[src/include/lsu_macros.svh]
// sizing macros for the load/store unit, included by the packages and sized rtl blocks.
`ifndef LSU_MACROS_SVH
`define LSU_MACROS_SVH

// width of a data word and of an address in bits.
`define LSU_XLEN 32

// number of architectural integer registers.
`define LSU_REG_COUNT 32

// data ram depth in words, byte limit is four times this.
`define LSU_RAM_WORDS 256

`endif

[src/rtl/core_pkg.sv]
// core-side types shared by the memory access, retire and register bank blocks.
`include "lsu_macros.svh"

package core_pkg;

    // one data or address word.
    typedef logic [`LSU_XLEN-1:0] word_t;

    // index into the register bank.
    typedef logic [$clog2(`LSU_REG_COUNT)-1:0] reg_idx_t;

    // operations that reach the memory stage.
    typedef enum logic [3:0] {
        NOP,    // nothing to retire.
        ALU,    // result already computed by execute.
        LB,     // signed byte load.
        LBU,    // unsigned byte load.
        LH,     // signed halfword load.
        LHU,    // unsigned halfword load.
        LW,     // word load.
        SB,     // byte store.
        SH,     // halfword store.
        SW      // word store.
    } iType_e;

endpackage

[src/rtl/apb_pkg.sv]
// apb bus types used between the memory access master and the data ram slave.
`include "lsu_macros.svh"

package apb_pkg;

    // byte address on the bus.
    typedef logic [`LSU_XLEN-1:0] paddr_t;

    // one strobe bit per byte lane.
    typedef logic [`LSU_XLEN/8-1:0] strb_t;

    // master side transfer phases.
    typedef enum logic [1:0] {
        IDLE,   // no transfer.
        SETUP,  // psel up, penable low.
        ACCESS  // penable up, wait for pready.
    } apb_state_e;

endpackage

[src/rtl/mem_access.sv]
// memory stage front end, takes finished ops from execute and runs apb transfers for loads and stores.
module mem_access (
    input  logic                 clk,
    input  logic                 arst_n_i,
    // command channel from execute.
    input  logic                 cmd_valid_i,
    output logic                 cmd_ready_o,
    input  core_pkg::iType_e     cmd_op_i,
    input  core_pkg::word_t      cmd_result_i,
    input  core_pkg::word_t      cmd_wdata_i,
    input  core_pkg::reg_idx_t   cmd_rd_i,
    input  logic                 cmd_we_i,
    // apb master.
    output logic                 psel_o,
    output logic                 penable_o,
    output logic                 pwrite_o,
    output apb_pkg::paddr_t      paddr_o,
    output core_pkg::word_t      pwdata_o,
    output apb_pkg::strb_t       pstrb_o,
    input  core_pkg::word_t      prdata_i,
    input  logic                 pready_i,
    input  logic                 pslverr_i,
    // toward retire and the register bank.
    output core_pkg::iType_e     ret_op_o,
    output core_pkg::word_t      ret_result_o,
    output core_pkg::word_t      ret_mem_data_o,
    output logic                 ret_we_o,
    output core_pkg::reg_idx_t   rf_waddr_o,
    output logic                 err_o
);

    apb_pkg::apb_state_e  state_q, state_d;
    core_pkg::iType_e     op_q;       // registered operation.
    core_pkg::word_t      result_q;   // result or effective address.
    core_pkg::word_t      wdata_q;    // raw store data.
    core_pkg::reg_idx_t   rd_q;       // destination register.
    logic                 we_q;       // destination write requested.
    logic                 alu_vld_q;  // alu op waiting to retire.
    logic                 accept;
    logic                 is_mem_cmd;
    logic                 is_load_q;
    logic                 is_store_q;
    logic                 xfer_done;
    core_pkg::word_t      lane_data;
    apb_pkg::strb_t       lane_strb;

    assign is_mem_cmd = cmd_op_i inside {core_pkg::LB, core_pkg::LBU, core_pkg::LH,
                                         core_pkg::LHU, core_pkg::LW, core_pkg::SB,
                                         core_pkg::SH, core_pkg::SW};
    assign is_load_q  = op_q inside {core_pkg::LB, core_pkg::LBU, core_pkg::LH,
                                     core_pkg::LHU, core_pkg::LW};
    assign is_store_q = op_q inside {core_pkg::SB, core_pkg::SH, core_pkg::SW};

    assign xfer_done   = (state_q == apb_pkg::ACCESS) && pready_i;  // completion edge next.
    assign cmd_ready_o = (state_q == apb_pkg::IDLE) || xfer_done;   // take work at completion.
    assign accept      = cmd_valid_i && cmd_ready_o;

    // apb master fsm, one setup cycle then access until pready.
    always_comb begin
        state_d = state_q;
        unique case (state_q)
            apb_pkg::IDLE:   if (accept && is_mem_cmd) state_d = apb_pkg::SETUP;
            apb_pkg::SETUP:  state_d = apb_pkg::ACCESS;
            apb_pkg::ACCESS: begin
                if (pready_i) begin
                    state_d = (accept && is_mem_cmd) ? apb_pkg::SETUP : apb_pkg::IDLE;
                end
            end
            default:         state_d = apb_pkg::IDLE;
        endcase
    end

    always_ff @(posedge clk or negedge arst_n_i) begin
        if (!arst_n_i) begin
            state_q   <= apb_pkg::IDLE;
            alu_vld_q <= 1'b0;
            err_o     <= 1'b0;
        end else begin
            state_q   <= state_d;
            alu_vld_q <= accept && (cmd_op_i == core_pkg::ALU);  // retires next cycle.
            err_o     <= xfer_done && pslverr_i;                 // one-cycle error pulse.
        end
    end

    // command payload, captured on every handshake.
    always_ff @(posedge clk) begin
        if (accept) begin
            op_q     <= cmd_op_i;
            result_q <= cmd_result_i;
            wdata_q  <= cmd_wdata_i;
            rd_q     <= cmd_rd_i;
            we_q     <= cmd_we_i;
        end
    end

    // store lane placement, data replicated and strobes pick the lanes.
    always_comb begin
        lane_data = wdata_q;
        lane_strb = '0;                                    // loads carry no strobes.
        case (op_q)
            core_pkg::SB: begin
                lane_data = {4{wdata_q[7:0]}};
                lane_strb = apb_pkg::strb_t'(4'b0001 << result_q[1:0]);
            end
            core_pkg::SH: begin
                lane_data = {2{wdata_q[15:0]}};
                lane_strb = result_q[1] ? 4'b1100 : 4'b0011;  // same lane rule as retire.
            end
            core_pkg::SW: lane_strb = '1;
            default: ;
        endcase
    end

    assign psel_o    = (state_q != apb_pkg::IDLE);
    assign penable_o = (state_q == apb_pkg::ACCESS);
    assign pwrite_o  = is_store_q;
    assign paddr_o   = result_q;
    assign pwdata_o  = lane_data;
    assign pstrb_o   = lane_strb;

    // a failed transfer is killed and never writes back.
    assign ret_we_o       = we_q && (alu_vld_q || (xfer_done && !pslverr_i && is_load_q));
    assign ret_op_o       = op_q;
    assign ret_result_o   = result_q;
    assign ret_mem_data_o = prdata_i;                      // load path is combinational.
    assign rf_waddr_o     = rd_q;

endmodule

[config.mk]
export PLATFORM = sky130hd
export DESIGN_NAME = mem_access
export DESIGN_NICKNAME = d
export VERILOG_FILES = /design/src/rtl/core_pkg.sv /design/src/rtl/apb_pkg.sv /design/src/rtl/mem_access.sv
export VERILOG_INCLUDE_DIRS = /design/src /design/src/include
export SDC_FILE = /design/constraint.sdc
export NUM_CORES = 1
export LEC_CHECK = 0
export BUFFER_PORTS_ARGS = -buffer_cell sky130_fd_sc_hd__buf_2
export CORE_AREA = 2 2 143 75
export CTS_CLUSTER_SIZE = 28
export DETAILED_ROUTE_END_ITERATION = 6
export DIE_AREA = 0 0 145 77
export GPL_TIMING_DRIVEN = 0
export PLACE_DENSITY = 0.71
export SLEW_MARGIN = 0
export SYNTH_ARGS = -nofsm -noshare
export SYNTH_HDL_FRONTEND = slang
export SYNTH_SLANG_ARGS = --single-unit
[constraint.sdc]
create_clock -name clk -period 3.4 [get_ports clk]
set_input_delay 0.51 -clock clk [delete_from_list [all_inputs] [get_ports clk]]
set_output_delay 0.51 -clock clk [all_outputs]
set_load 0.02 [all_outputs]
==> Word-level counts from Yosys, hierarchy flattened <==
Index checks and enable logic that the tools add are counted.
{ "word_totals": {"regBits": 78, "input_bits": 111, "out_inout_bits": 147, "wordCells": 54} }
{ "op_classes": {"n_eq_ne": 21, "shifts": 1, "n_mux": 7, "reduce_logical": 17} }
{ "op_table": {"columns": ["operator", "count"], "rows": [
  ["$pmux 32 s2", 1],
  ["$eq 4x3->1 const B", 8],
  ["$eq 4x2->1 const B", 4],
  ["$eq 4x4->1 const B", 4],
  ["$pmux 4 s3", 1],
  ["$logic_and 1x1->1", 8],
  ["$reduce_bool 8->1", 1],
  ["$pmux 2 s3", 1],
  ["$reduce_bool 5->1", 1],
  ["$eq 4x1->1 const B", 1],
  ["$mux 2", 2],
  ["$mux 4", 1],
  ["$ne 2x1->1 const B", 2],
  ["$shl 1x2->4 const A", 1],
  ["$reduce_bool 3->1", 1],
  ["$eq 2x1->1 const B", 1],
  ["$eq 2x2->1 const B", 1],
  ["$logic_not 2->1", 1],
  ["$logic_or 1x1->1", 2],
  ["$reduce_and 2->1", 1],
  ["$reduce_bool 2->1", 1],
  ["$logic_not 1->1", 1],
  ["$mux 1", 1]
]} }

==> Longest topological paths before layout <==
{ "logic_depth": {"word_depth": 8, "mapped_depth": 5} }

==> Worst setup path after synthesis <==
Ideal clock, no wire load.
{ "synth_timing": {"path_kind": "input to register", "from": "in pready_i", "to": "reg result_q[0] (netlist: paddr_o[0]) (enable)", "arrival_ns": 2.810, "required_time_ns": 2.960, "setup_slack_ns": 0.150, "cell_stages": 3, "cell_sequence": "inv_1 -> a21oi_1 -> and2_1"} }
{ "synth_between": {"elab_chain_len": 3} }
{ "synth_rtl": {"columns": ["item", "line", "source"], "rows": [
  ["start: declaration", "mem_access.sv:21", "input logic pready_i,"],
  ["$logic_and 1x1->1", "mem_access.sv:54", "assign xfer_done = (state_q == apb_pkg::ACCESS) && pready_i;"],
  ["$logic_or 1x1->1", "mem_access.sv:55", "assign cmd_ready_o = (state_q == apb_pkg::IDLE) || xfer_done;"],
  ["net cmd_ready_o", "mem_access.sv:7", "output logic cmd_ready_o,"],
  ["$logic_and 1x1->1", "mem_access.sv:56", "assign accept = cmd_valid_i && cmd_ready_o;"],
  ["net accept", "mem_access.sv:39", "logic accept;"],
  ["end signal: assignment", "mem_access.sv:89", "result_q <= cmd_result_i;"],
  ["end: declaration", "mem_access.sv:34", "core_pkg::word_t result_q;"]
]} }
The timed path passes the listed nets, and every way through them passes these cells.
A chain may end at the register's enable or synchronous reset.

==> Final worst setup path <==
{ "layout_timing": {"from": "reg op_q[1] (netlist: ret_op_o[1])", "to": "out pwdata_o[24]"} }
{ "layout_between": {"elab_chain_len": 2, "word_cells_on_any_way": 3, "classes_between": "eq/ne: 2; mux: 1"} }
{ "layout_rtl": {"columns": ["item", "line", "source"], "rows": [
  ["start: declaration", "mem_access.sv:33", "core_pkg::iType_e op_q;"],
  ["start signal: assignment", "mem_access.sv:88", "op_q <= cmd_op_i;"],
  ["$eq 4x4->1 / $eq 4x3->1 (equally long branches)", "mem_access.sv:100", "case (op_q)"],
  ["$pmux 32 s2 (*)", "mem_access.sv:100", null],
  ["end: declaration", "mem_access.sv:18", "output core_pkg::word_t pwdata_o,"]
]} }
Every way passes the cells marked *; elsewhere a longest branch is shown, timed or not.

==> summary.txt <==
status -> complete, no violations
fin. max-slew vios -> 0
Top FF cell, synth -> edfxtp_1
Die Wd -> 145 um
XOR/XNOR share of the synthesized area -> 0.255%
Synth Area in Adders -> 0%
actual transition at the worst max-transition pin -> 0.600 ns
CTS tree -> built
setup_tns -> 0 ns
initial antenna violation count -> 1
vias in the first global route -> 2692
WP data arrival -> 2.26 ns
RSZ-0062 raised after global routing -> false
# diodes -> 0
Chip Height -> 77 um
global route total overflow -> 0
peak supply drop -> 0.234 mV
top area cells in the synthesized netlist -> edfxtp_1 65%, buf_4 16%, nand2_1 3.5%, dfrtp_1 2.9%, mux2_2 2.6%
Mapped Nets -> 351
fmax -> 0.361 GHz
crit path max fanout -> 10
crit start category -> register
Hold Vio Cnt, Final -> 0
Worst Path Required -> 2.89 ns
utilization after layout -> 51.6%
flop2flop setup slack -> 1.66 ns
Cell variety after synth -> 28
dpl hpwl -> 6910 um
Synth area leader -> edfxtp_1
GRT Total Usage -> 16.5%
EDFF count, synth -> 74
Yosys reg bits -> 78
hold endpoint -> paddr_o[29]
Synth Area in Simple Gates -> 7.48%
Final Wtd Congestion -> 0.760
CTS Root Cell -> clkbuf_16
R2R Path Start -> state_q[1]
fillers -> 881
Final nets -> 589
mux cell area share after synthesis -> 2.63%
yosys warns -> 0
crit path launch -> ret_op_o[1]
layout cell share with drive strength beyond 1 -> 68.5%
Slew HR -> 59.8%
final WL -> 9040 um
Worst Setup Slack, final -> 0.632 ns
post-route ant nets -> 0
main combinational cell family by area after synthesis -> buffers and inverters
hold path depth -> 1
final setup vio count -> 0
Seq/Total Area, Yosys -> 67.7%
Synth Area in Compound Gates -> 4.34%
hold_sp -> cmd_result_i[29]
Synth async-reset ratio -> 5.13%
Mapped Area -> 3430 um2
WS Path Type -> reg2out
Num CTS Buffers -> 9
clock sinks -> 78
crit share post-route -> 81.4%
DP Cell Count -> 606
global-route wire length before repair -> 14200 um
Synth top area share -> 64.8%
initial core utilization -> 34.6%
clock-pin slew on the worst setup and hold paths -> 0.06 ns
# IOs -> 258
buffer depth of the longest clock path -> 2
full die area -> 11200 um2
Worst R2R End -> wdata_q[22]
Port Buffers -> 225
pwr/cell area -> 564 nW/um2
initial detailed-routing violation count -> 82
Syn Area/Cell -> 14.3 um2
H-tree depth -> 3
largest net degree at the start of global routing -> 49
Vias/cell -> 4.14
Synth Instances -> 240
pre-CTS setup slack -> 0.954 ns
critical path capture point type -> output pin
min-delay worst type -> in2reg
LEAKAGE -> 2.49 nW
core area -> 9920 um2
total number of vias -> 2578
Max-Cap Viols -> 0
placement row count -> 26
Clock Latency Late Sink -> 0.33 ns
r2r worst-path depth -> 3
routed length per instance -> 14.5 um
Period minus WS final -> 2.77 ns
P&R area growth vs syn -> 49.3%
Detailed Routing Iterations Pass 1 -> 4
Layout Skew -> 0.00502 ns
# DRC -> 0
Finished Layout Cells -> 623
critical path, stage by stage, from the launching register on:
cell      delay, ns
edfxtp_1       0.51
nor4b_4        0.63
buf_2          0.36
nand2_1        0.08
o311ai_0       0.10
buf_2          0.24
Yosys cell counts, drive strengths merged (2+ instances only):
cell type	n
a31o	2
and3	3
buf	75
dfrtp	4
edfxtp	74
inv	11
mux2	8
nand2	32
nand4b	2
nor2	3
nor2b	2
nor4b	2
o311ai	8
o31ai	2
or2	2
cells by family after synthesis:
family	Yosys count
xor+xnor	1
simple gates	49
compound gates	18
mux	8
buf+inv	86
flops	78
cells in the final DEF, fill, tap and decap left out, types with 2 or more instances in the layout:
| cell type | instances |
|---|---|
| buf_2 | 226 |
| buf_4 | 74 |
| edfxtp_1 | 74 |
| nand2_1 | 32 |
| inv_1 | 11 |
| clkbuf_16 | 9 |
| o311ai_0 | 8 |
| mux2_2 | 8 |
| dfrtp_1 | 4 |
| and3_1 | 3 |
| bufinv_16 | 3 |
| nand4b_1 | 2 |
| a31o_2 | 2 |
| o31ai_1 | 2 |
| or2_2 | 2 |
| nor2b_1 | 2 |
| nor2_1 | 2 |
state kept, by name, summed over array words and instances, names as in the netlist:
name	cells
rf_waddr_o	5
we_q	1
paddr_o	32
wdata_q	32
ret_op_o	4
err_o	1
alu_vld_q	1
state_q	2
per-stage QoR:
step / cell area (um2) / total power, mW / hold WS, ns
floorplan: 3430 / 1.58 / 0.214
global placement: 4730 / 1.79 / 0.320
detailed placement: 4760 / 1.80 / 0.323
CTS: 5120 / 2.92 / 0.334
global route: 5120 / 3.00 / 0.334
finish: 5120 / 2.89 / 0.352
how the worst max path moves through the flow:
stage,endpoint,depth (start not counted)
final,pwdata_o[24],5
after global routing,pwdata_o[24],5
after CTS,pwdata_o[24],5
after detailed placement,pwdata_o[24],5
after global placement,paddr_o[9],4
after floorplan,paddr_o[0],3
area by class of cell:
class | count | area [um2] | area share [%]
Clock inverter | 5 | 106 | 2.08
Sequential cell | 78 | 2320 | 45.4
Timing Repair Buffer | 227 | 1160 | 22.7
Clock buffer | 11 | 243 | 4.74
Inverter | 11 | 41.3 | 0.807
Tap cell | 140 | 175 | 3.42
Multi-Input combinational cell | 76 | 507 | 9.90
Buffer | 75 | 561 | 11.0
metal layers:
layer  global-route usage, %  vias up  share of wire, %
met5                       0        -              0.15
met4                    4.55        2              0.90
met3                    7.44        8               9.3
met2                    27.5      119                49
met1                    19.5     1192                41
li1                        -     1257                 -
report_power, final:
part | internal (mW) | switching (mW) | total [mW] | leakage (nW)
Sequential | 1.16 | 0.0444 | 1.20 | 0.762
Clock | 0.740 | 0.371 | 1.11 | 0.166
Combinational | 0.236 | 0.338 | 0.574 | 1.56
Total | 2.13 | 0.754 | 2.89 | 2.49
what timing repair did:
action / CTS / global route
hold endpoints to repair: 4 / 0
hold buffers: 1 / 0
gates resized for setup: 0 / 0
setup buffers: 0 / 0
Power figures use the tool's default switching activity.
