[src/include/lsu_macros.svh]
// sizing macros for the load/store unit, included by the packages and sized rtl blocks.
`ifndef LSU_MACROS_SVH
`define LSU_MACROS_SVH

// width of a data word and of an address in bits.
`define LSU_XLEN 32

// number of architectural integer registers.
`define LSU_REG_COUNT 32

// data ram depth in words, byte limit is four times this.
`define LSU_RAM_WORDS 256

`endif

[src/rtl/core_pkg.sv]
// core-side types shared by the memory access, retire and register bank blocks.
`include "lsu_macros.svh"

package core_pkg;

    // one data or address word.
    typedef logic [`LSU_XLEN-1:0] word_t;

    // index into the register bank.
    typedef logic [$clog2(`LSU_REG_COUNT)-1:0] reg_idx_t;

    // operations that reach the memory stage.
    typedef enum logic [3:0] {
        NOP,    // nothing to retire.
        ALU,    // result already computed by execute.
        LB,     // signed byte load.
        LBU,    // unsigned byte load.
        LH,     // signed halfword load.
        LHU,    // unsigned halfword load.
        LW,     // word load.
        SB,     // byte store.
        SH,     // halfword store.
        SW      // word store.
    } iType_e;

endpackage

[src/rtl/retire.sv]
// writeback selection, extends load data and picks what goes into the register bank.
module retire (
    input  logic               write_enable_i,
    input  core_pkg::iType_e   instruction_operation_i,
    input  core_pkg::word_t    result_i,
    input  core_pkg::word_t    mem_data_i,
    output logic               regbank_write_enable_o,
    output core_pkg::word_t    regbank_data_o
);

    logic [7:0]        sel_byte;     // addressed byte lane.
    logic [15:0]       sel_half;     // addressed halfword lane.
    logic              is_signed;    // sign extension wanted.
    logic              is_load;
    core_pkg::word_t   memory_data;  // extended load value.

    // byte lane from address bits 1:0.
    always_comb begin
        case (result_i[1:0])
            2'b11:   sel_byte = mem_data_i[31:24];
            2'b10:   sel_byte = mem_data_i[23:16];
            2'b01:   sel_byte = mem_data_i[15:8];
            default: sel_byte = mem_data_i[7:0];
        endcase
    end

    // halfword lane only looks at bit 1.
    assign sel_half = result_i[1] ? mem_data_i[31:16] : mem_data_i[15:0];

    assign is_signed = (instruction_operation_i == core_pkg::LB) ||
                       (instruction_operation_i == core_pkg::LH);

    always_comb begin
        unique case (instruction_operation_i)
            core_pkg::LB, core_pkg::LBU: begin
                memory_data = {{24{is_signed && sel_byte[7]}}, sel_byte};   // byte extend.
            end
            core_pkg::LH, core_pkg::LHU: begin
                memory_data = {{16{is_signed && sel_half[15]}}, sel_half};  // half extend.
            end
            default: memory_data = mem_data_i;  // full word.
        endcase
    end

    assign is_load = instruction_operation_i inside {core_pkg::LB, core_pkg::LBU, core_pkg::LH,
                                                     core_pkg::LHU, core_pkg::LW};

    // loads write memory data, everything else the result.
    assign regbank_data_o = is_load ? memory_data : result_i;

    // kill decision was already made upstream.
    assign regbank_write_enable_o = write_enable_i;

endmodule

[config.mk]
export PLATFORM = sky130hd
export DESIGN_NAME = retire
export DESIGN_NICKNAME = d
export VERILOG_FILES = /design/src/rtl/core_pkg.sv /design/src/rtl/retire.sv
export VERILOG_INCLUDE_DIRS = /design/src /design/src/include
export SDC_FILE = /design/constraint.sdc
export NUM_CORES = 1
export LEC_CHECK = 0
export BUFFER_PORTS_ARGS = -buffer_cell sky130_fd_sc_hd__buf_2
export CAP_MARGIN = 10
export CORE_ASPECT_RATIO = 1.25
export CORE_MARGIN = 5
export CORE_UTILIZATION = 35
export DETAILED_ROUTE_END_ITERATION = 7
export GPL_TIMING_DRIVEN = 0
export PLACE_DENSITY = 0.82
export SLEW_MARGIN = 20
export SYNTH_ARGS = -nofsm -noshare
export SYNTH_HDL_FRONTEND = slang
export SYNTH_SLANG_ARGS = --single-unit
[constraint.sdc]
create_clock -name vclk -period 1.77
set_input_delay 0.354 -clock vclk [all_inputs]
set_output_delay 0.354 -clock vclk [all_outputs]
set_load 0.1 [all_outputs]
==> results of run 1 <==
through the flow:
step	TNS, ns	cells	hold WS [ns]	worst slack [ns]
after floorplan	-14.40	172	0.920	-0.572
after global placement	-21.80	306	1.09	-0.818
after detailed placement	-22.20	306	1.10	-0.843
Yosys cell counts:
master,number,area [µm²]
a221o_1,2,20.0
o22ai_1,1,6.26
o21ai_0,1,5.00
nor3_1,1,5.00
o211ai_1,1,7.51
o311ai_1,1,8.76
a22oi_1,6,45.0
buf_6,2,22.5
a32oi_1,8,70.1
mux2_2,8,90.1
nand2b_1,1,6.26
a22o_1,1,8.76
and2_1,1,6.26
nand2_1,25,93.8
a221oi_1,1,8.76
buf_2,6,30.0
inv_1,6,22.5
and2_0,1,6.26
o21bai_1,2,15.0
buf_4,2,15.0
o221ai_1,6,52.6
a21oi_1,34,170
clkbuf_1,9,33.8
nand3b_1,1,7.51
nor2_1,11,41.3
a31oi_1,18,113
buf_1,2,7.51
and3b_1,1,8.76
or2_2,2,12.5
mux2i_1,1,10.0
nor2b_1,1,6.26
mux4_2,1,22.5
o21a_1,1,7.51
or2_1,2,12.5
nor3b_1,4,30.0
a21o_1,1,7.51
logic make-up after synthesis:
kind of cell	Yosys count	share of synthesized area, %
buf+inv	27	12.7
mux	10	11.8
compound gates	84	52.7
simple gates	51	22.8
==> run_results.csv, run 1 <==
group,metric,value,unit
outcome,status,"aborted with a tool error",
synthesis,syn_area_per_cell,6.02,µm²
floorplanning,row_count,22,
clock_network,post-cts-setup-buffer-count,19,
place,placed_area,2060,µm²
floorplanning,ios,102,
place,port_buffers,98,
synthesis,yosys_warnings,0,
place,dp_hpwl,3930,µm
floorplanning,die_x,58.7,µm
floorplanning,die_h,70.8,µm
outcome,toolErrorMsg,"[ERROR DPL-0038] Utilization greater than 100%, impossible to legalize",
outcome,haltStage,"clock tree synthesis (4_1_cts)",
synthesis,syn-num-nets,241,
place,gp_congestion,0.907,
synthesis,syn_inst,172,
synthesis,synth.distinct_cells,36,
floorplanning,start_util,35.8,%
clock_network,postCtsHoldBufs,0,
clock_network,cts_resized,228,
synthesis,synth_area,1040,µm²
synthesis,yosysSeqAreaShare,0,%
==> inputs of run 2 (changes only) <==
Settings changed: CORE_AREA from default to 5 5 66 68, CORE_ASPECT_RATIO 1.25 to default, CORE_MARGIN 5 to default, CORE_UTILIZATION 35 to default, DIE_AREA from default to 0 0 71 73, PLACE_DENSITY 0.82 to default, PLACE_DENSITY_LB_ADDON from default to 0.15.
Clock period 1.77 ns to 2.3 ns, I/O delays scaled along.
==> run_results.csv, run 2 <==
group,metric,value,unit
outcome,status,"finished with violations",
outcome,failed_checks,"negative setup slack",
worst_setup_path,crit_fanout,5,
synthesis,synth.distinct_cells,36,
cells_and_area,drive_gt1_share,75.2,%
global_route,grt_util_met3,4.13,%
cells_and_area,final_cell_mix,"buf_2 (61), buf_12 (35), nand2_1 (25)",
sta,max_freq,414,MHz
sta,post-route-min-period,2.42,ns
cells_and_area,instances_no_fill,332,
route,wl_per_cell,18.3,µm
global_route,grt_pass1_wl,8920,µm
cells_and_area,final_cell_area,2950,µm²
synthesis,ys_top_cells_by_count,"a21oi_1 (34), nand2_1 (25), a31oi_1 (18), nor2_1 (11), clkbuf_1 (9)",
route,viasPerCell,5.58,
pwr,p_leak,1.17,nW
worst_hold_path,hold_class,"primary input to primary output",
global_route,grt.overflow.total,0,
sta,whs,1.31,ns
cells_and_area,syn_to_final_growth,185,%
synthesis,syn_area_per_cell,6.02,µm²
place,placed_area,2050,µm²
synthesis,syn-num-nets,241,
pwr,power_density,425,nW/µm²
cells_and_area,area.sequential,0,µm²
sta,fin_crit_sh,105,%
sta,slew_headroom,67.7,%
synthesis,synth_area,1040,µm²
worst_setup_path,cpMaxStageDelayCell,"mux4_2",
worst_setup_path,required,1.84,ns
global_route,grt_use_total,20.5,%
worst_setup_path,path_buf_inv,4,
place,gp_congestion,0.838,
synthesis,syn_inst,172,
place,port_buffers,98,
global_route,use_met2,40.0,%
worst_setup_path,crit_family,"buffers and inverters",
synthesis,post-synth-top-area-cell,"a21oi_1",
sta,fin_tns_setup,-1.21,ns
worst_setup_path,critPathArrivalTime,1.96,ns
place,dp_cells,320,
route,firstDrtPassIters,4,
cells_and_area,n_antenna_cell,0,
pwr,ir_drop,0.284,mV
floorplanning,ios,102,
cells_and_area,nFlopsAndLatches,0,
global_route,antenna_found_initial,0,
synthesis,yosysMostFrequentCell,"a21oi_1",
worst_setup_path,start_kind,"primary input",
clock_network,postCtsHoldBufs,0,
floorplanning,coreArea,3800,µm²
sta,setup_viol,23,
cells_and_area,final_common_cell,"buf_2",
worst_setup_path,critPathKind,"primary input to primary output",
global_route,met1_usage,23.1,%
worst_setup_path,cpMostUsedCell,"buf_12",
cells_and_area,n_clock_buffer,0,
place,pre_cts_slack,-0.539,ns
floorplanning,row_count,23,
floorplanning,die-area,5180,µm²
route,vias,1854,
synthesis,synthTopCellsByArea,"a21oi_1 (16%), a31oi_1 (11%), nand2_1 (9.1%), mux2_2 (8.7%), a32oi_1 (6.8%)",
pwr,finalPower,1.26,mW
sta,timing.final.ws_setup,-0.117,ns
sta,final-max-slew-violation-count,0,
route,initialDrtViolationCount,89,
floorplanning,start_util,27.3,%
worst_setup_path,crit_path_max_incr_delay,0.50,ns
synthesis,synth.top_cell.area_share,16.4,%
global_route,grt_max_degree,11,
cells_and_area,nNetsFinal,353,
place,dp_hpwl,4230,µm
synthesis,yosysSeqAreaShare,0,%
global_route,grt.busiest_layer,"met2",
floorplanning,die_x,71,µm
synthesis,yosys_warnings,0,
route,ant_nets,0,
sta,rsz0062_at_grt,"yes",
sta,hold_viol,0,
cells_and_area,final_util,77.7,%
sta,worst_slew_pin_slew,0.488,ns
worst_setup_path,crit_path_end_kind,"primary output",
route,wl,6080,µm
global_route,grt_pass1_vias,1906,
route,drc,0,
run,max-cap-violations,0,
floorplanning,die_h,73,µm
worst_setup_path,crit_path_cell_trace,"buf_12 -> mux4_2 -> o311ai_4 -> and2_4 -> buf_12 -> buf_12 -> a21oi_4 -> buf_12",
## run 2: cell counts after synthesis
No cell type changed its count.
## run 2: cells by family after synthesis
logic type	synth area share (%)
AO/OA/AOI/OAI	52.7
AND/OR/NAND/NOR	22.8
buffers and inverters	12.7
multiplexers	11.8
## run 2: worst paths after layout
check                      start                      to  cells past startpoint
setup / recovery  mem_data_i[31]      regbank_data_o[22]                      8
hold / removal    write_enable_i  regbank_write_enable_o                      2
## run 2: layer usage
| metal | vias to the layer above | wire, µm |
|---|---|---|
| li1 | 883 | - |
| met1 | 881 | 2260 |
| met2 | 81 | 3330 |
| met3 | 9 | 418 |
| met4 | 0 | 76 |
| met5 | - | 0 |
## run 2: power by group
part           leakage, nW  internal (mW)  switching (mW)
clock network            0              0               0
registers                0              0               0
logic                 1.17          0.470           0.785
total                 1.17          0.470           0.785
## run 2: repair_timing
| item | CTS | global route |
|---|---|---|
| pin swaps | 6 | 19 |
| setup endpoints to repair | 32 | 32 |
| hold endpoints to repair | 0 | 0 |
| resized for setup | 143 | 60 |
| cloned | 1 | 1 |
| setup buffers | 12 | 4 |
## run 2: layout make-up
type / count / area [µm²]
multi-input cells: 146 / 1560
repair buffers: 113 / 1150
fillers: 265 / 847
plain buffers: 17 / 160
well taps: 50 / 62.6
inverters: 6 / 22.5
(Power assumes the default switching activity.)
==> inputs of run 3 (changes only) <==
Settings changed: BUFFER_PORTS_ARGS -buffer_cell sky130_fd_sc_hd__buf_2 to default, DONT_BUFFER_PORTS from default to 1.
==> run_results.csv, run 3 (same netlist as run 2, synthesis figures left out) <==
group,metric,value,unit
sta,whs,1.13,ns
cells_and_area,final_cell_mix,"nand2_1 (23), a21oi_1 (17), a21oi_4 (16)",
sta,final-max-slew-violation-count,0,
cells_and_area,n_clock_buffer,0,
sta,post-route-min-period,2.59,ns
worst_setup_path,start_kind,"primary input",
place,gp_congestion,0.758,
run,max-cap-violations,0,
route,ant_nets,0,
sta,max_freq,387,MHz
sta,slew_headroom,49.6,%
route,vias,1449,
floorplanning,start_util,27.3,%
cells_and_area,syn_to_final_growth,75.4,%
sta,fin_crit_sh,112,%
sta,worst_slew_pin_slew,0.758,ns
worst_setup_path,required,1.84,ns
floorplanning,die-area,5180,µm²
cells_and_area,nFillCells,385,
sta,setup_viol,30,
cells_and_area,n_antenna_cell,0,
worst_setup_path,critPathKind,"primary input to primary output",
floorplanning,die_h,73,µm
route,wl,4880,µm
place,port_buffers,0,
global_route,grt.overflow.total,0,
place,dp_hpwl,3970,µm
worst_hold_path,hold_class,"primary input to primary output",
global_route,grt_pass1_vias,1400,
sta,fin_tns_setup,-6.06,ns
route,wl_per_cell,21.0,µm
floorplanning,row_count,23,
floorplanning,ios,102,
outcome,status,"finished with violations",
cells_and_area,final_common_cell,"nand2_1",
global_route,grt_pass1_wl,7470,µm
route,drc,0,
global_route,antenna_found_initial,0,
worst_setup_path,crit_path_end_kind,"primary output",
cells_and_area,nFlopsAndLatches,0,
clock_network,postCtsHoldBufs,0,
floorplanning,die_x,71,µm
route,initialDrtViolationCount,63,
cells_and_area,area.sequential,0,µm²
worst_setup_path,crit_fanout,8,
cells_and_area,nNetsFinal,253,
cells_and_area,drive_gt1_share,48.9,%
floorplanning,coreArea,3800,µm²
pwr,power_density,478,nW/µm²
sta,hold_viol,0,
route,firstDrtPassIters,6,
worst_setup_path,critPathArrivalTime,2.13,ns
sta,timing.final.ws_setup,-0.287,ns
global_route,grt_max_degree,11,
sta,rsz0062_at_grt,"yes",
pwr,ir_drop,0.236,mV
route,viasPerCell,6.25,
outcome,failed_checks,"negative setup slack",
global_route,grt_use_total,17.0,%
pwr,p_leak,0.591,nW
run 3: cell count changes in the layout (fill, tap and decap cells not counted), moves of 5 or more:
cell / previous run / this run
a22oi_1: 1 / 6
buf_12: 35 / 3
buf_2: 61 / 0
a21oi_1: 7 / 17
a31oi_1: 2 / 9
a22oi_2: 5 / 0
a21oi_2: 12 / 1
buf_6: 11 / 3
a31oi_2: 7 / 0
run 3: what timing repair did:
item | 4_1_cts | 5_1_grt
setup endpoints to repair | 32 | 32
setup buffers | 10 | 3
gates cloned | 1 | 0
pin swaps | 25 | 22
resized for setup | 32 | 9
run 3: layout make-up:
| cell class | instances | area, µm² | area share [%] |
|---|---|---|---|
| well taps | 50 | 62.6 | 3.44 |
| inverters | 6 | 22.5 | 1.24 |
| repair buffers | 13 | 145 | 7.99 |
| multi-input cells | 145 | 1430 | 78.7 |
| plain buffers | 18 | 156 | 8.61 |
run 3: critical path: stages:
cell and delay (ns):
buf_12 0.11, mux4_2 0.35, o311ai_4 0.13, or2_1 0.26, buf_6 0.17, a31oi_4 0.65
run 3: worst paths after layout:
kind	startpoint	to	slack (ns)	cells past startpoint
hold / removal	write_enable_i	regbank_write_enable_o	1.13	1
setup / recovery	result_i[1]	regbank_data_o[11]	-0.29	6
run 3: layer usage:
metal	up-vias	GRT usage [%]	share of wire, %
li1	683	-	-
met3	0	2.62	8.2
met1	690	22.7	42
met2	76	30.8	50
met4	0	0	0
met5	-	0	0
run 3: power by group:
group | leakage [nW] | switching [mW] | internal, mW
Combinational | 0.591 | 0.674 | 0.194
Sequential | 0 | 0 | 0
Clock | 0 | 0 | 0
run 3: through the flow:
| step | total power [mW] | std cells | utilization, % | worst slack [ns] | area [µm²] |
|---|---|---|---|---|---|
| 6_report | 0.868 | 232 | 47.8 | -0.287 | 1820 |
| 5_1_grt | 0.898 | 232 | 47.8 | -0.323 | 1820 |
| 4_1_cts | 0.863 | 230 | 46.6 | -0.246 | 1770 |
| 3_5_place_dp | 0.811 | 222 | 41.1 | -0.502 | 1560 |
| 3_3_place_gp | 0.806 | 222 | 41.1 | -0.472 | 1560 |
| 2_1_floorplan | 0.767 | 172 | - | -0.254 | 1500 |
==> inputs of run 4 (changes only) <==
Settings changed: MAX_ROUTING_LAYER from default to met4.
==> run_results.csv, run 4 (same netlist as run 2, synthesis figures left out) <==
group,metric,value,unit
global_route,grt_pass1_wl,7470,µm
place,gp_congestion,0.768,
route,firstDrtPassIters,4,
sta,slew_headroom,49.3,%
route,ant_nets,0,
global_route,antenna_found_initial,0,
pwr,p_leak,0.596,nW
floorplanning,die_x,71,µm
sta,post-route-min-period,2.59,ns
worst_hold_path,hold_class,"primary input to primary output",
cells_and_area,n_clock_buffer,0,
floorplanning,ios,102,
worst_setup_path,start_kind,"primary input",
clock_network,postCtsHoldBufs,0,
sta,setup_viol,29,
floorplanning,row_count,23,
worst_setup_path,crit_fanout,8,
worst_hold_path,hold_depth,1,
global_route,grt_max_degree,11,
route,viasPerCell,6.28,
outcome,failed_checks,"negative setup slack",
place,port_buffers,0,
sta,final-max-slew-violation-count,0,
outcome,status,"finished with violations",
cells_and_area,final_util,48.5,%
cells_and_area,final_common_cell,"nand2_1",
route,initialDrtViolationCount,57,
worst_setup_path,crit_path_max_incr_delay,0.65,ns
floorplanning,die-area,5180,µm²
sta,fin_tns_setup,-6.01,ns
cells_and_area,nFillCells,383,
worst_setup_path,crit_family,"compound AO/OA/AOI/OAI gates",
sta,worst_slew_pin_slew,0.762,ns
place,dp_hpwl,3970,µm
floorplanning,start_util,27.3,%
sta,timing.final.ws_setup,-0.294,ns
worst_setup_path,cpMaxStageDelayCell,"a31oi_4",
worst_hold_path,hp-start,"write_enable_i",
route,wl,5010,µm
floorplanning,coreArea,3800,µm²
pwr,ir_drop,0.237,mV
route,wl_per_cell,21.5,µm
pwr,power_density,475,nW/µm²
global_route,grt.overflow.total,0,
cells_and_area,syn_to_final_growth,77.8,%
cells_and_area,area.sequential,0,µm²
worst_setup_path,path_buf_inv,2,
sta,rsz0062_at_grt,"yes",
global_route,grt_pass1_vias,1390,
worst_setup_path,critPathKind,"primary input to primary output",
worst_hold_path,holdPathEnd,"regbank_write_enable_o",
worst_setup_path,crit_path_end_kind,"primary output",
cells_and_area,nFlopsAndLatches,0,
sta,fin_crit_sh,113,%
cells_and_area,drive_gt1_share,50.3,%
worst_setup_path,critPathArrivalTime,2.13,ns
worst_setup_path,crit_path_cell_trace,"buf_12 -> mux4_2 -> o311ai_4 -> or2_1 -> buf_6 -> a31oi_4",
route,drc,0,
route,vias,1464,
worst_setup_path,required,1.84,ns
cells_and_area,n_antenna_cell,0,
cells_and_area,nNetsFinal,254,
global_route,grt_use_total,17.5,%
sta,hold_viol,0,
cells_and_area,final_cell_mix,"nand2_1 (22), a21oi_1 (16), a21oi_4 (16)",
pwr,finalPower,0.875,mW
sta,max_freq,386,MHz
run,max-cap-violations,0,
floorplanning,die_h,73,µm
[run 4: cell count changes in the layout (fill, tap and decap cells not counted), sizes merged]
| cell | delta |
|---|---|
| a21oi | +1 |
| buf | +1 |
| clkbuf | -1 |
[run 4: area by class of cell]
class                      count  area (µm²)  share of cell area (%)
buffer                        18         156                    8.49
inverter                       6        22.5                    1.22
timing repair buffer          13         145                    7.88
tap                           50        62.6                    3.40
multi-input combinational    146        1460                    79.0
[run 4: where the power goes]
group | internal, mW | total (mW) | switching, mW | leakage, nW
Clock | 0 | 0 | 0 | 0
Combinational | 0.197 | 0.875 | 0.678 | 0.596
Sequential | 0 | 0 | 0 | 0
Total | 0.197 | 0.875 | 0.678 | 0.596
[run 4: how the worst max path moves through the flow]
stage	from	to	cells past startpoint
after floorplan	result_i[1]	regbank_data_o[19]	7
after global placement	instruction_operation_i[2]	regbank_data_o[7]	5
after detailed placement	instruction_operation_i[2]	regbank_data_o[7]	5
after CTS	result_i[1]	regbank_data_o[15]	6
after global routing	result_i[1]	regbank_data_o[12]	6
final	result_i[1]	regbank_data_o[11]	6
[run 4: layer usage]
metal  routed length (µm)  GRT usage (%)  up-vias
li1                     -              -      688
met1                 2180           23.3      698
met2                 2490           30.8       78
met3                  339           1.65        0
met4                    0              0        0
met5                    0              -        -
[run 4: repair_timing]
item	4_1_cts	5_1_grt
setup endpoints to repair	32	32
gates cloned	1	1
pin swaps	25	24
gates resized for setup	32	13
setup buffers	10	3
[run 4: metrics by stage]
step / cells / worst slack, ns / hold slack, ns / area [µm²]
detailed placement: 222 / -0.502 / 1.13 / 1560
CTS: 230 / -0.246 / 1.13 / 1770
floorplan: 172 / -0.254 / 1.13 / 1500
global placement: 222 / -0.472 / 1.13 / 1560
global route: 233 / -0.323 / 1.13 / 1840
finish: 233 / -0.294 / 1.13 / 1840
